**config.mk**
```make
export PLATFORM = sky130hd
export DESIGN_NAME = stcDacTop
export DESIGN_NICKNAME = d
export VERILOG_FILES = /design/src/rtl/stcPkg.sv /design/src/rtl/adcCapture.sv /design/src/rtl/controlRegs.sv /design/src/rtl/dacOutput.sv /design/src/rtl/dacSourceSelect.sv /design/src/rtl/stcDacTop.sv
export SDC_FILE = /design/constraint.sdc
export NUM_CORES = 1
export LEC_CHECK = 0
export BUFFER_PORTS_ARGS = -buffer_cell sky130_fd_sc_hd__buf_4
export CELL_PAD_IN_SITES_DETAIL_PLACEMENT = 1
export CELL_PAD_IN_SITES_GLOBAL_PLACEMENT = 2
export CORE_ASPECT_RATIO = 0.7
export CORE_UTILIZATION = 32
export CTS_CLUSTER_DIAMETER = 120
export DETAILED_ROUTE_END_ITERATION = 8
export GPL_TIMING_DRIVEN = 0
export HOLD_SLACK_MARGIN = 0.03
export PLACE_DENSITY = 0.86
export SETUP_SLACK_MARGIN = 0.4
export SLEW_MARGIN = 20
export SYNTH_ARGS = -nofsm -noshare
export SYNTH_HDL_FRONTEND = slang
export SYNTH_SLANG_ARGS = --single-unit
```
**constraint.sdc**
```tcl
create_clock -name clk -period 7.6 [get_ports clk]
set_clock_uncertainty 0.15 [all_clocks]
set_input_delay 1.9 -clock clk [delete_from_list [all_inputs] [get_ports clk]]
set_output_delay 1.9 -clock clk [all_outputs]
set_load 0.005 [all_outputs]
```
**src/rtl/stcPkg.sv**
```systemverilog
package stcPkg;

    // ****************************************
    // Widths
    // ****************************************
    localparam int adcWidth    = 14;
    localparam int sampleWidth = 18;
    localparam int dacWidth    = 14;
    localparam int addrWidth   = 13;
    localparam int srcWidth    = 4;

    // ****************************************
    // DAC source codes
    // ****************************************
    // Other codes pick the channel test value
    localparam logic [srcWidth-1:0] SRC_DEMOD = 4'd1;   // Downconverter output
    localparam logic [srcWidth-1:0] SRC_STC   = 4'd2;   // STC demod output
    localparam logic [srcWidth-1:0] SRC_ADC   = 4'd3;   // Captured ADC sample

    // ****************************************
    // Address map
    // ****************************************
    localparam logic [addrWidth-1:0] TOP_SPACE = 13'h000;   // Version at offset 0
    localparam logic [addrWidth-1:0] DAC_SPACE = 13'h040;   // 8 bytes per channel

    // ****************************************
    // Types
    // ****************************************
    typedef logic signed [sampleWidth-1:0] sampleT;

    typedef struct packed {
        logic                 cs;
        logic                 rd;
        logic [3:0]           wr;       // Byte write strobes
        logic [addrWidth-1:0] addr;
        logic [31:0]          wrData;
    } busReqT;

    // Read side sees the word as two 16-bit halves
    typedef struct packed {
        logic [15:0] hi;
        logic [15:0] lo;
    } regHalvesT;

    typedef union packed {
        logic [31:0] word;
        regHalvesT   half;
    } regWordU;

    // Per channel DAC control
    typedef struct packed {
        logic [srcWidth-1:0] source;
        sampleT              testValue;
    } dacCtrlT;

endpackage

```
**src/rtl/adcCapture.sv**
```systemverilog
`timescale 1ns/1ns

module adcCapture (
    input  logic                        clk,
    input  logic                        rst,
    input  logic [stcPkg::adcWidth-1:0] adc,
    output stcPkg::sampleT              adcSample
);

    import stcPkg::*;

    logic [adcWidth-1:0] adcReg;   // Raw offset-binary word

    // ****************************************
    // Input register
    // ****************************************
    always_ff @(posedge clk) begin
        if (rst) begin
            adcReg <= '0;
        end else begin
            adcReg <= adc;
        end
    end

    // ****************************************
    // Offset binary to signed
    // ****************************************
    // Flip the MSB and left justify into the sample width
    always_ff @(posedge clk) begin
        if (rst) begin
            adcSample <= '0;
        end else begin
            adcSample <= {~adcReg[adcWidth-1],
                          adcReg[adcWidth-2:0],
                          {(sampleWidth-adcWidth){1'b0}}};
        end
    end

endmodule

```
**src/rtl/controlRegs.sv**
```systemverilog
`timescale 1ns/1ns

module controlRegs #(
    parameter int          numDacs   = 3,
    parameter logic [15:0] verNumber = 16'd0
) (
    input  logic                          clk,
    input  logic                          rst,
    input  stcPkg::busReqT                busReq,
    output logic [15:0]                   readData,
    output stcPkg::dacCtrlT [numDacs-1:0] dacCtrl
);

    import stcPkg::*;

    // Each space spans 64 bytes
    localparam int spaceLsb = 6;

    logic                topSpace;
    logic                dacSpace;
    logic [spaceLsb-1:0] offset;
    logic [spaceLsb-4:0] chanSel;    // 8 bytes per channel
    logic                regSel;     // Low source, high test value
    logic                wrEn;
    regWordU             regWord;    // Addressed register contents
    regWordU             wrWord;     // Same word after the byte strobes

    // Byte-strobed merge of bus data into a register word
    function automatic regWordU mergeBytes(
        input regWordU     oldWord,
        input logic [31:0] data,
        input logic [3:0]  strobes
    );
        regWordU merged;
        merged = oldWord;
        for (int b = 0; b < 4; b++) begin
            if (strobes[b]) begin
                merged.word[8*b +: 8] = data[8*b +: 8];
            end
        end
        return merged;
    endfunction

    // ****************************************
    // Address decode
    // ****************************************
    assign topSpace = busReq.cs &&
                      (busReq.addr[addrWidth-1:spaceLsb] == TOP_SPACE[addrWidth-1:spaceLsb]);
    assign dacSpace = busReq.cs &&
                      (busReq.addr[addrWidth-1:spaceLsb] == DAC_SPACE[addrWidth-1:spaceLsb]);

    assign offset  = busReq.addr[spaceLsb-1:0];
    assign chanSel = offset[spaceLsb-1:3];
    assign regSel  = offset[2];
    assign wrEn    = busReq.cs && (|busReq.wr);

    // Current word of whatever register the bus points at
    always_comb begin
        regWord.word = '0;
        if (topSpace && (offset[spaceLsb-1:2] == '0)) begin
            regWord.word = {16'h0000, verNumber};   // Read-only version
        end
        for (int n = 0; n < numDacs; n++) begin
            if (dacSpace && (chanSel == n)) begin
                if (regSel) begin
                    regWord.word = {{(32-sampleWidth){1'b0}}, dacCtrl[n].testValue};
                end else begin
                    regWord.word = {{(32-srcWidth){1'b0}}, dacCtrl[n].source};
                end
            end
        end
    end

    assign wrWord = mergeBytes(regWord, busReq.wrData, busReq.wr);

    // ****************************************
    // DAC control registers
    // ****************************************
    always_ff @(posedge clk) begin
        if (rst) begin
            dacCtrl <= '0;   // Test value source, value 0
        end else if (wrEn && dacSpace) begin
            for (int n = 0; n < numDacs; n++) begin
                if (chanSel == n) begin
                    if (regSel) begin
                        dacCtrl[n].testValue <= wrWord.word[sampleWidth-1:0];
                    end else begin
                        dacCtrl[n].source <= wrWord.word[srcWidth-1:0];
                    end
                end
            end
        end
    end

    // ****************************************
    // Read mux
    // ****************************************
    // addr bit 1 picks the upper half
    always_comb begin
        readData = 16'h0000;
        if (busReq.rd) begin
            if (busReq.addr[1]) begin
                readData = regWord.half.hi;
            end else begin
                readData = regWord.half.lo;
            end
        end
    end

    // Bus master never mixes a read and a write in one access
    busNoRdWr: assert property (@(posedge clk) disable iff (rst)
        busReq.cs |-> !(busReq.rd && (|busReq.wr)))
        else $error("controlRegs: read and write asserted together");

endmodule

```
**src/rtl/dacOutput.sv**
```systemverilog
`timescale 1ns/1ns

module dacOutput #(
    parameter int numDacs = 3
) (
    input  logic                                     clk,
    input  logic                                     rst,
    input  stcPkg::sampleT [numDacs-1:0]             dacSample,
    output logic [numDacs-1:0][stcPkg::dacWidth-1:0] dacData
);

    import stcPkg::*;

    localparam logic [dacWidth-1:0] dacMid = {1'b1, {(dacWidth-1){1'b0}}};   // 14'h2000

    // ****************************************
    // Signed to offset binary
    // ****************************************
    // Top dacWidth bits of the sample with the sign flipped
    always_ff @(posedge clk) begin
        if (rst) begin
            dacData <= {numDacs{dacMid}};
        end else begin
            for (int n = 0; n < numDacs; n++) begin
                dacData[n] <= {~dacSample[n][sampleWidth-1],
                               dacSample[n][sampleWidth-2 -: dacWidth-1]};
            end
        end
    end

    // Whole path from ADC and demod inputs must settle to known levels
    dacKnown: assert property (@(posedge clk) disable iff (rst)
        !$isunknown(dacData))
        else $error("dacOutput: unknown DAC word");

endmodule

```
**src/rtl/dacSourceSelect.sv**
```systemverilog
`timescale 1ns/1ns

module dacSourceSelect #(
    parameter int numDacs = 3
) (
    input  logic                          clk,
    input  logic                          rst,
    input  stcPkg::sampleT                adcSample,
    input  stcPkg::sampleT  [numDacs-1:0] demodData,
    input  stcPkg::sampleT  [numDacs-1:0] stcData,
    input  stcPkg::dacCtrlT [numDacs-1:0] dacCtrl,
    output stcPkg::sampleT  [numDacs-1:0] dacSample
);

    import stcPkg::*;

    // ****************************************
    // Per channel source mux
    // ****************************************
    always_ff @(posedge clk) begin
        if (rst) begin
            dacSample <= '0;
        end else begin
            for (int n = 0; n < numDacs; n++) begin
                case (dacCtrl[n].source)
                    SRC_DEMOD: begin
                        dacSample[n] <= demodData[n];
                    end
                    SRC_STC: begin
                        dacSample[n] <= stcData[n];
                    end
                    SRC_ADC: begin
                        dacSample[n] <= adcSample;   // Shared by all channels
                    end
                    default: begin
                        dacSample[n] <= dacCtrl[n].testValue;
                    end
                endcase
            end
        end
    end

    // Register block must hand over a defined select for every channel
    srcKnown: assert property (@(posedge clk) disable iff (rst)
        !$isunknown(dacCtrl))
        else $error("dacSourceSelect: unknown DAC control word");

endmodule

```
**src/rtl/stcDacTop.sv**
```systemverilog
`timescale 1ns/1ns

module stcDacTop #(
    parameter int          numDacs   = 3,
    parameter logic [15:0] verNumber = 16'd646
) (
    input  logic                                     clk,
    input  logic                                     rst,

    // Register bus
    input  stcPkg::busReqT                           busReq,
    output logic [15:0]                              readData,

    // ADC and external demod outputs
    input  logic [stcPkg::adcWidth-1:0]              adc,
    input  stcPkg::sampleT [numDacs-1:0]             demodData,
    input  stcPkg::sampleT [numDacs-1:0]             stcData,

    // DAC data pins
    output logic [numDacs-1:0][stcPkg::dacWidth-1:0] dacData
);

    import stcPkg::*;

    sampleT                adcSample;
    dacCtrlT [numDacs-1:0] dacCtrl;
    sampleT  [numDacs-1:0] dacSample;

    // ****************************************
    // Registers
    // ****************************************
    controlRegs #(
        .numDacs   (numDacs),
        .verNumber (verNumber)
    ) regs (
        .clk      (clk),
        .rst      (rst),
        .busReq   (busReq),
        .readData (readData),
        .dacCtrl  (dacCtrl)
    );

    // ****************************************
    // ADC reclock
    // ****************************************
    adcCapture adcCap (
        .clk       (clk),
        .rst       (rst),
        .adc       (adc),
        .adcSample (adcSample)
    );

    // ****************************************
    // DAC source select
    // ****************************************
    dacSourceSelect #(
        .numDacs (numDacs)
    ) srcSel (
        .clk       (clk),
        .rst       (rst),
        .adcSample (adcSample),
        .demodData (demodData),
        .stcData   (stcData),
        .dacCtrl   (dacCtrl),
        .dacSample (dacSample)
    );

    // ****************************************
    // DAC output format
    // ****************************************
    dacOutput #(
        .numDacs (numDacs)
    ) dacOut (
        .clk       (clk),
        .rst       (rst),
        .dacSample (dacSample),
        .dacData   (dacData)
    );

endmodule

```
==> results.txt <==
* Result of the run: completed
- Via count of the first global-routing pass: between 7000 and 8000
- In this run the biggest area consumer among cell types represents around 47% of the synthesized area.
- Final hold analysis gives a worst-case slack of around 0.21 ns.
- The clock drives about 180 sinks.
- By count the netlist is led by 178 x sky130_fd_sc_hd__dfxtp_1, 103 x sky130_fd_sc_hd__nor2_1, 83 x sky130_fd_sc_hd__nand2_1, 72 x sky130_fd_sc_hd__nor2b_1, 63 x sky130_fd_sc_hd__a211oi_1.
- CTS tree: yes
* Slowest library cell on the worst path: sky130_fd_sc_hd__nor4bb_1
* Most common cell in the synthesized netlist: sky130_fd_sc_hd__dfxtp_1
- Traced cell by cell, the critical path runs through buf_4 > clkbuf_1 > nor4bb_1 > a221oi_1 > nand3_1 > a21boi_0 > buf_4.
- WP data required: 5.55 ns
- For the pin with the worst max-slew slack, the measured transition is ~1.2 ns.
* Final Routed Wirelength: roughly 32 mm
- Once detail routing completed, the nets flagged for antenna violations numbered 0.
- The number of gates resized after CTS was 0.
- Hpwl dp: 24.8 mm
* Setup Viol. Count Final: 0
- The number of hold buffers added after CTS was 0.
- Post-Place Worst Slack: around 1.5 ns
- Sorting the synthesized cells by area gives the leading types as sky130_fd_sc_hd__dfxtp_1 47%, sky130_fd_sc_hd__mux2i_1 6.7%, sky130_fd_sc_hd__a211oi_1 6.2%.
* Power Density: ~210 mW/mm²
- Layout Area Growth over Synthesis: 32.3%
- The synthesized netlist occupies a cell area of ~0.0076 mm².
- Pin count of the biggest net entering global routing: 17
- At the worst endpoint, the arrival time is between 4 and 5 ns.
- In this run the count of I/O pins placed on the die edge is 233.
- Count of nets after finishing: approximately 1200
- WL per Instance: about 23 µm
- Warnings from Yosys: 0
- In the routed design, unresolved DRC markers number 0.
* Antenna violations before repair: 0
- Post-DP Area: about 0.0095 mm²
- For this run, the total global-route usage over all layers was measured as between 20% and 30%.
- The smallest clock period supported by the final layout is computed as 6.24 ns.
- Setup slack of the critical path after layout: between 1 and 1.5 ns
- Maximum capacitance violations: 0
- In this design, the stage delay of the slowest critical-path cell is 0.99 ns.
- After clock tree synthesis, the clock-pin slew on the worst setup and hold paths is about 0.07 ns.
- Synthesis inferred roughly 180 register bits.
- After synthesis, flip-flops and latches occupy a little under half of the total area.
* Number of standard cells after synthesis: about 850
- The initialized floorplan defines 46 standard-cell rows.
- Router iterations before antenna repair: 5
- The detailed router placed approximately 7500 vias in this run.
- Max Clock Freq: between 0.15 and 0.2 GHz
- Final count of pins violating max slew: 0
- Overflow left after global routing: 0
- Of all nets on the critical path, the largest fanout is 10.
* Number of design-rule violations left by the first detailed-router iteration: between 500 and 600
- Root buffer cell: sky130_fd_sc_hd__clkbuf_16
- Proportion of layout cells with a drive suffix above 1: between 20% and 30%
- When the netlist entered floorplanning its net count stood at approximately 1000.
- Buffers inserted during clock tree synthesis total 17.
- Chip height: between 100 and 150 µm
- Setup Buffers After CTS: 0
- Setup repair after global routing missed its margin: no
- Cell taking the most area after synthesis: sky130_fd_sc_hd__dfxtp_1
* Antenna Diode Count: 0
* Global-route wire length before repair: a little under 50 mm
- Netlist cell types: 57
- The total area inside the core boundary comes to between 0.02 and 0.025 mm².
* Worst min path class: reg -> reg
* # port buffers: roughly 190
- Summing all non-filler instances in the final layout gives an area of roughly 0.010 mm².
* Asr flop ratio synth: 0%
- The worst-case IR drop observed on VDD is approximately 180 µV.
- Clk Latency, worst-skew pair: 0.44 ns
- Final worst path period share: 82.1%
* Max-Slew Margin vs Limit: roughly a fifth
- Horizontal die dimension: 186 µm
- The H-tree generated during clock tree synthesis spans 4 levels.
- Maximum buffer depth of the clock tree: 2
* Worst setup SP type: input port
* Total count of hold-check failures in the final report: 0
- Initial core utilization: between 30% and 40%
* Die area: roughly 0.024 mm²
- Number of flops mapped to enable cells by yosys: 0
- Buffer and inverter count on the worst path: 3
- Critical path class: in -> out
* Core occupancy in the finished layout: ~44%
- The cell that appears most often on the critical path is sky130_fd_sc_hd__buf_4.
- Among cell families on the critical path, the largest total delay comes from simple AND/OR/NAND/NOR gates.
* Sum Neg Setup Slack: 0 ns
- After detailed routing, the number of vias per cell comes to approximately 5.4.
- Crit end category: primary output
- For this design the static power due to leakage is 3.66 nW.
- Most used flip-flop cell after synthesis: sky130_fd_sc_hd__dfxtp_1
- A synthesized cell averages 9.01 µm².
* Routability congestion estimate from global placement: 0.881
[final timing paths]
kind | from | to | slack (ns) | cells after the start
max | busReq[36] | readData[0] | 1.36 | 7
min | srcSel.dacSample[53] | dacOut.dacData[41] | 0.21 | 1
max reg2reg | regs.dacCtrl[19] | srcSel.dacSample[10] | 5.06 | 6
min reg2reg | srcSel.dacSample[53] | dacOut.dacData[41] | 0.21 | 1
[cells in the final DEF (no fill, tap or decap), types with 3 or more instances in the layout]
cell | synthesis | layout
sky130_fd_sc_hd__a211oi_1 | 63 | 63
sky130_fd_sc_hd__a21oi_1 | 17 | 17
sky130_fd_sc_hd__a311oi_1 | 18 | 18
sky130_fd_sc_hd__a31oi_1 | 5 | 5
sky130_fd_sc_hd__a32oi_1 | 8 | 8
sky130_fd_sc_hd__and2_1 | 4 | 4
sky130_fd_sc_hd__and3_1 | 3 | 3
sky130_fd_sc_hd__buf_1 | 7 | 7
sky130_fd_sc_hd__buf_2 | 9 | 9
sky130_fd_sc_hd__buf_4 | 0 | 192
sky130_fd_sc_hd__buf_6 | 3 | 3
sky130_fd_sc_hd__bufinv_16 | 0 | 5
sky130_fd_sc_hd__clkbuf_1 | 49 | 51
sky130_fd_sc_hd__clkbuf_16 | 0 | 17
sky130_fd_sc_hd__clkinv_2 | 0 | 4
sky130_fd_sc_hd__dfxtp_1 | 178 | 178
sky130_fd_sc_hd__inv_1 | 4 | 4
sky130_fd_sc_hd__mux2i_1 | 51 | 51
sky130_fd_sc_hd__nand2_1 | 83 | 83
sky130_fd_sc_hd__nand2b_1 | 7 | 7
sky130_fd_sc_hd__nand3_1 | 9 | 9
sky130_fd_sc_hd__nor2_1 | 103 | 103
sky130_fd_sc_hd__nor2b_1 | 72 | 72
sky130_fd_sc_hd__nor3_1 | 8 | 8
sky130_fd_sc_hd__nor4_1 | 3 | 3
sky130_fd_sc_hd__nor4_4 | 3 | 3
sky130_fd_sc_hd__o21a_1 | 5 | 5
sky130_fd_sc_hd__o21ai_0 | 51 | 51
sky130_fd_sc_hd__o22ai_1 | 14 | 14
sky130_fd_sc_hd__o2bb2ai_1 | 11 | 11
sky130_fd_sc_hd__o31ai_1 | 7 | 7
sky130_fd_sc_hd__or4_1 | 11 | 11
[registers in the layout, summed over array words and instances (netlist names)]
signal	count
srcSel.dacSample	42
adcCap.adcSample	14
dacOut.dacData	42
regs.dacCtrl	66
adcCap.adcReg	14
[worst reg2reg max path, cell delays in order, from the launching register on]
cell	delay (ns)
sky130_fd_sc_hd__dfxtp_1	0.31
sky130_fd_sc_hd__clkbuf_1	0.46
sky130_fd_sc_hd__clkbuf_1	0.69
sky130_fd_sc_hd__mux2i_1	0.46
sky130_fd_sc_hd__nand2_1	0.12
sky130_fd_sc_hd__o21ai_0	0.10
sky130_fd_sc_hd__a211oi_1	0.09
[layer usage]
layer  share of wire, %  vias up  global-route usage (%)
met5                  0        -                       0
met4                1.3        0                    7.33
met3                7.9       27                    5.98
met2                 43      316                    39.0
met1                 48     3688                    38.3
li1                   -     3472                       -
[layout make-up]
class / instances / area [µm²]
sequential: 178 / 3560
timing repair buffer: 192 / 1440
buffer: 68 / 289
inverter: 5 / 18.8
tap: 312 / 390
fill: 2740 / 12900
multi-input combinational: 595 / 3750
clock inverter: 11 / 185
clock buffer: 20 / 447
[per-stage QoR]
stage	power, mW	cells
2_1_floorplan	1.02	846
3_3_place_gp	1.11	1350
3_5_place_dp	1.11	1350
4_1_cts	2.07	1381
5_1_grt	2.13	1381
6_report	2.07	1381
[report_power, final]
part	total [mW]	internal, mW	leakage [nW]	switching, mW
Clock	0.977	0.588	0.306	0.388
Combinational	0.148	0.0666	1.91	0.0816
Sequential	0.947	0.940	1.44	0.00736
[cell families (layout without fill, tap and decap cells)]
| family | after synthesis | after routing | share of synthesized area [%] |
|---|---|---|---|
| muxes | 52 | 52 | 6.84 |
| and+or+nand+nor | 323 | 323 | 21.7 |
| DFF | 178 | 178 | 46.7 |
| AOI/OAI and AO/OA | 220 | 220 | 20.7 |
| buffers and inverters | 73 | 296 | 4.04 |
No activity file was read; power rests on OpenSTA's default activity.
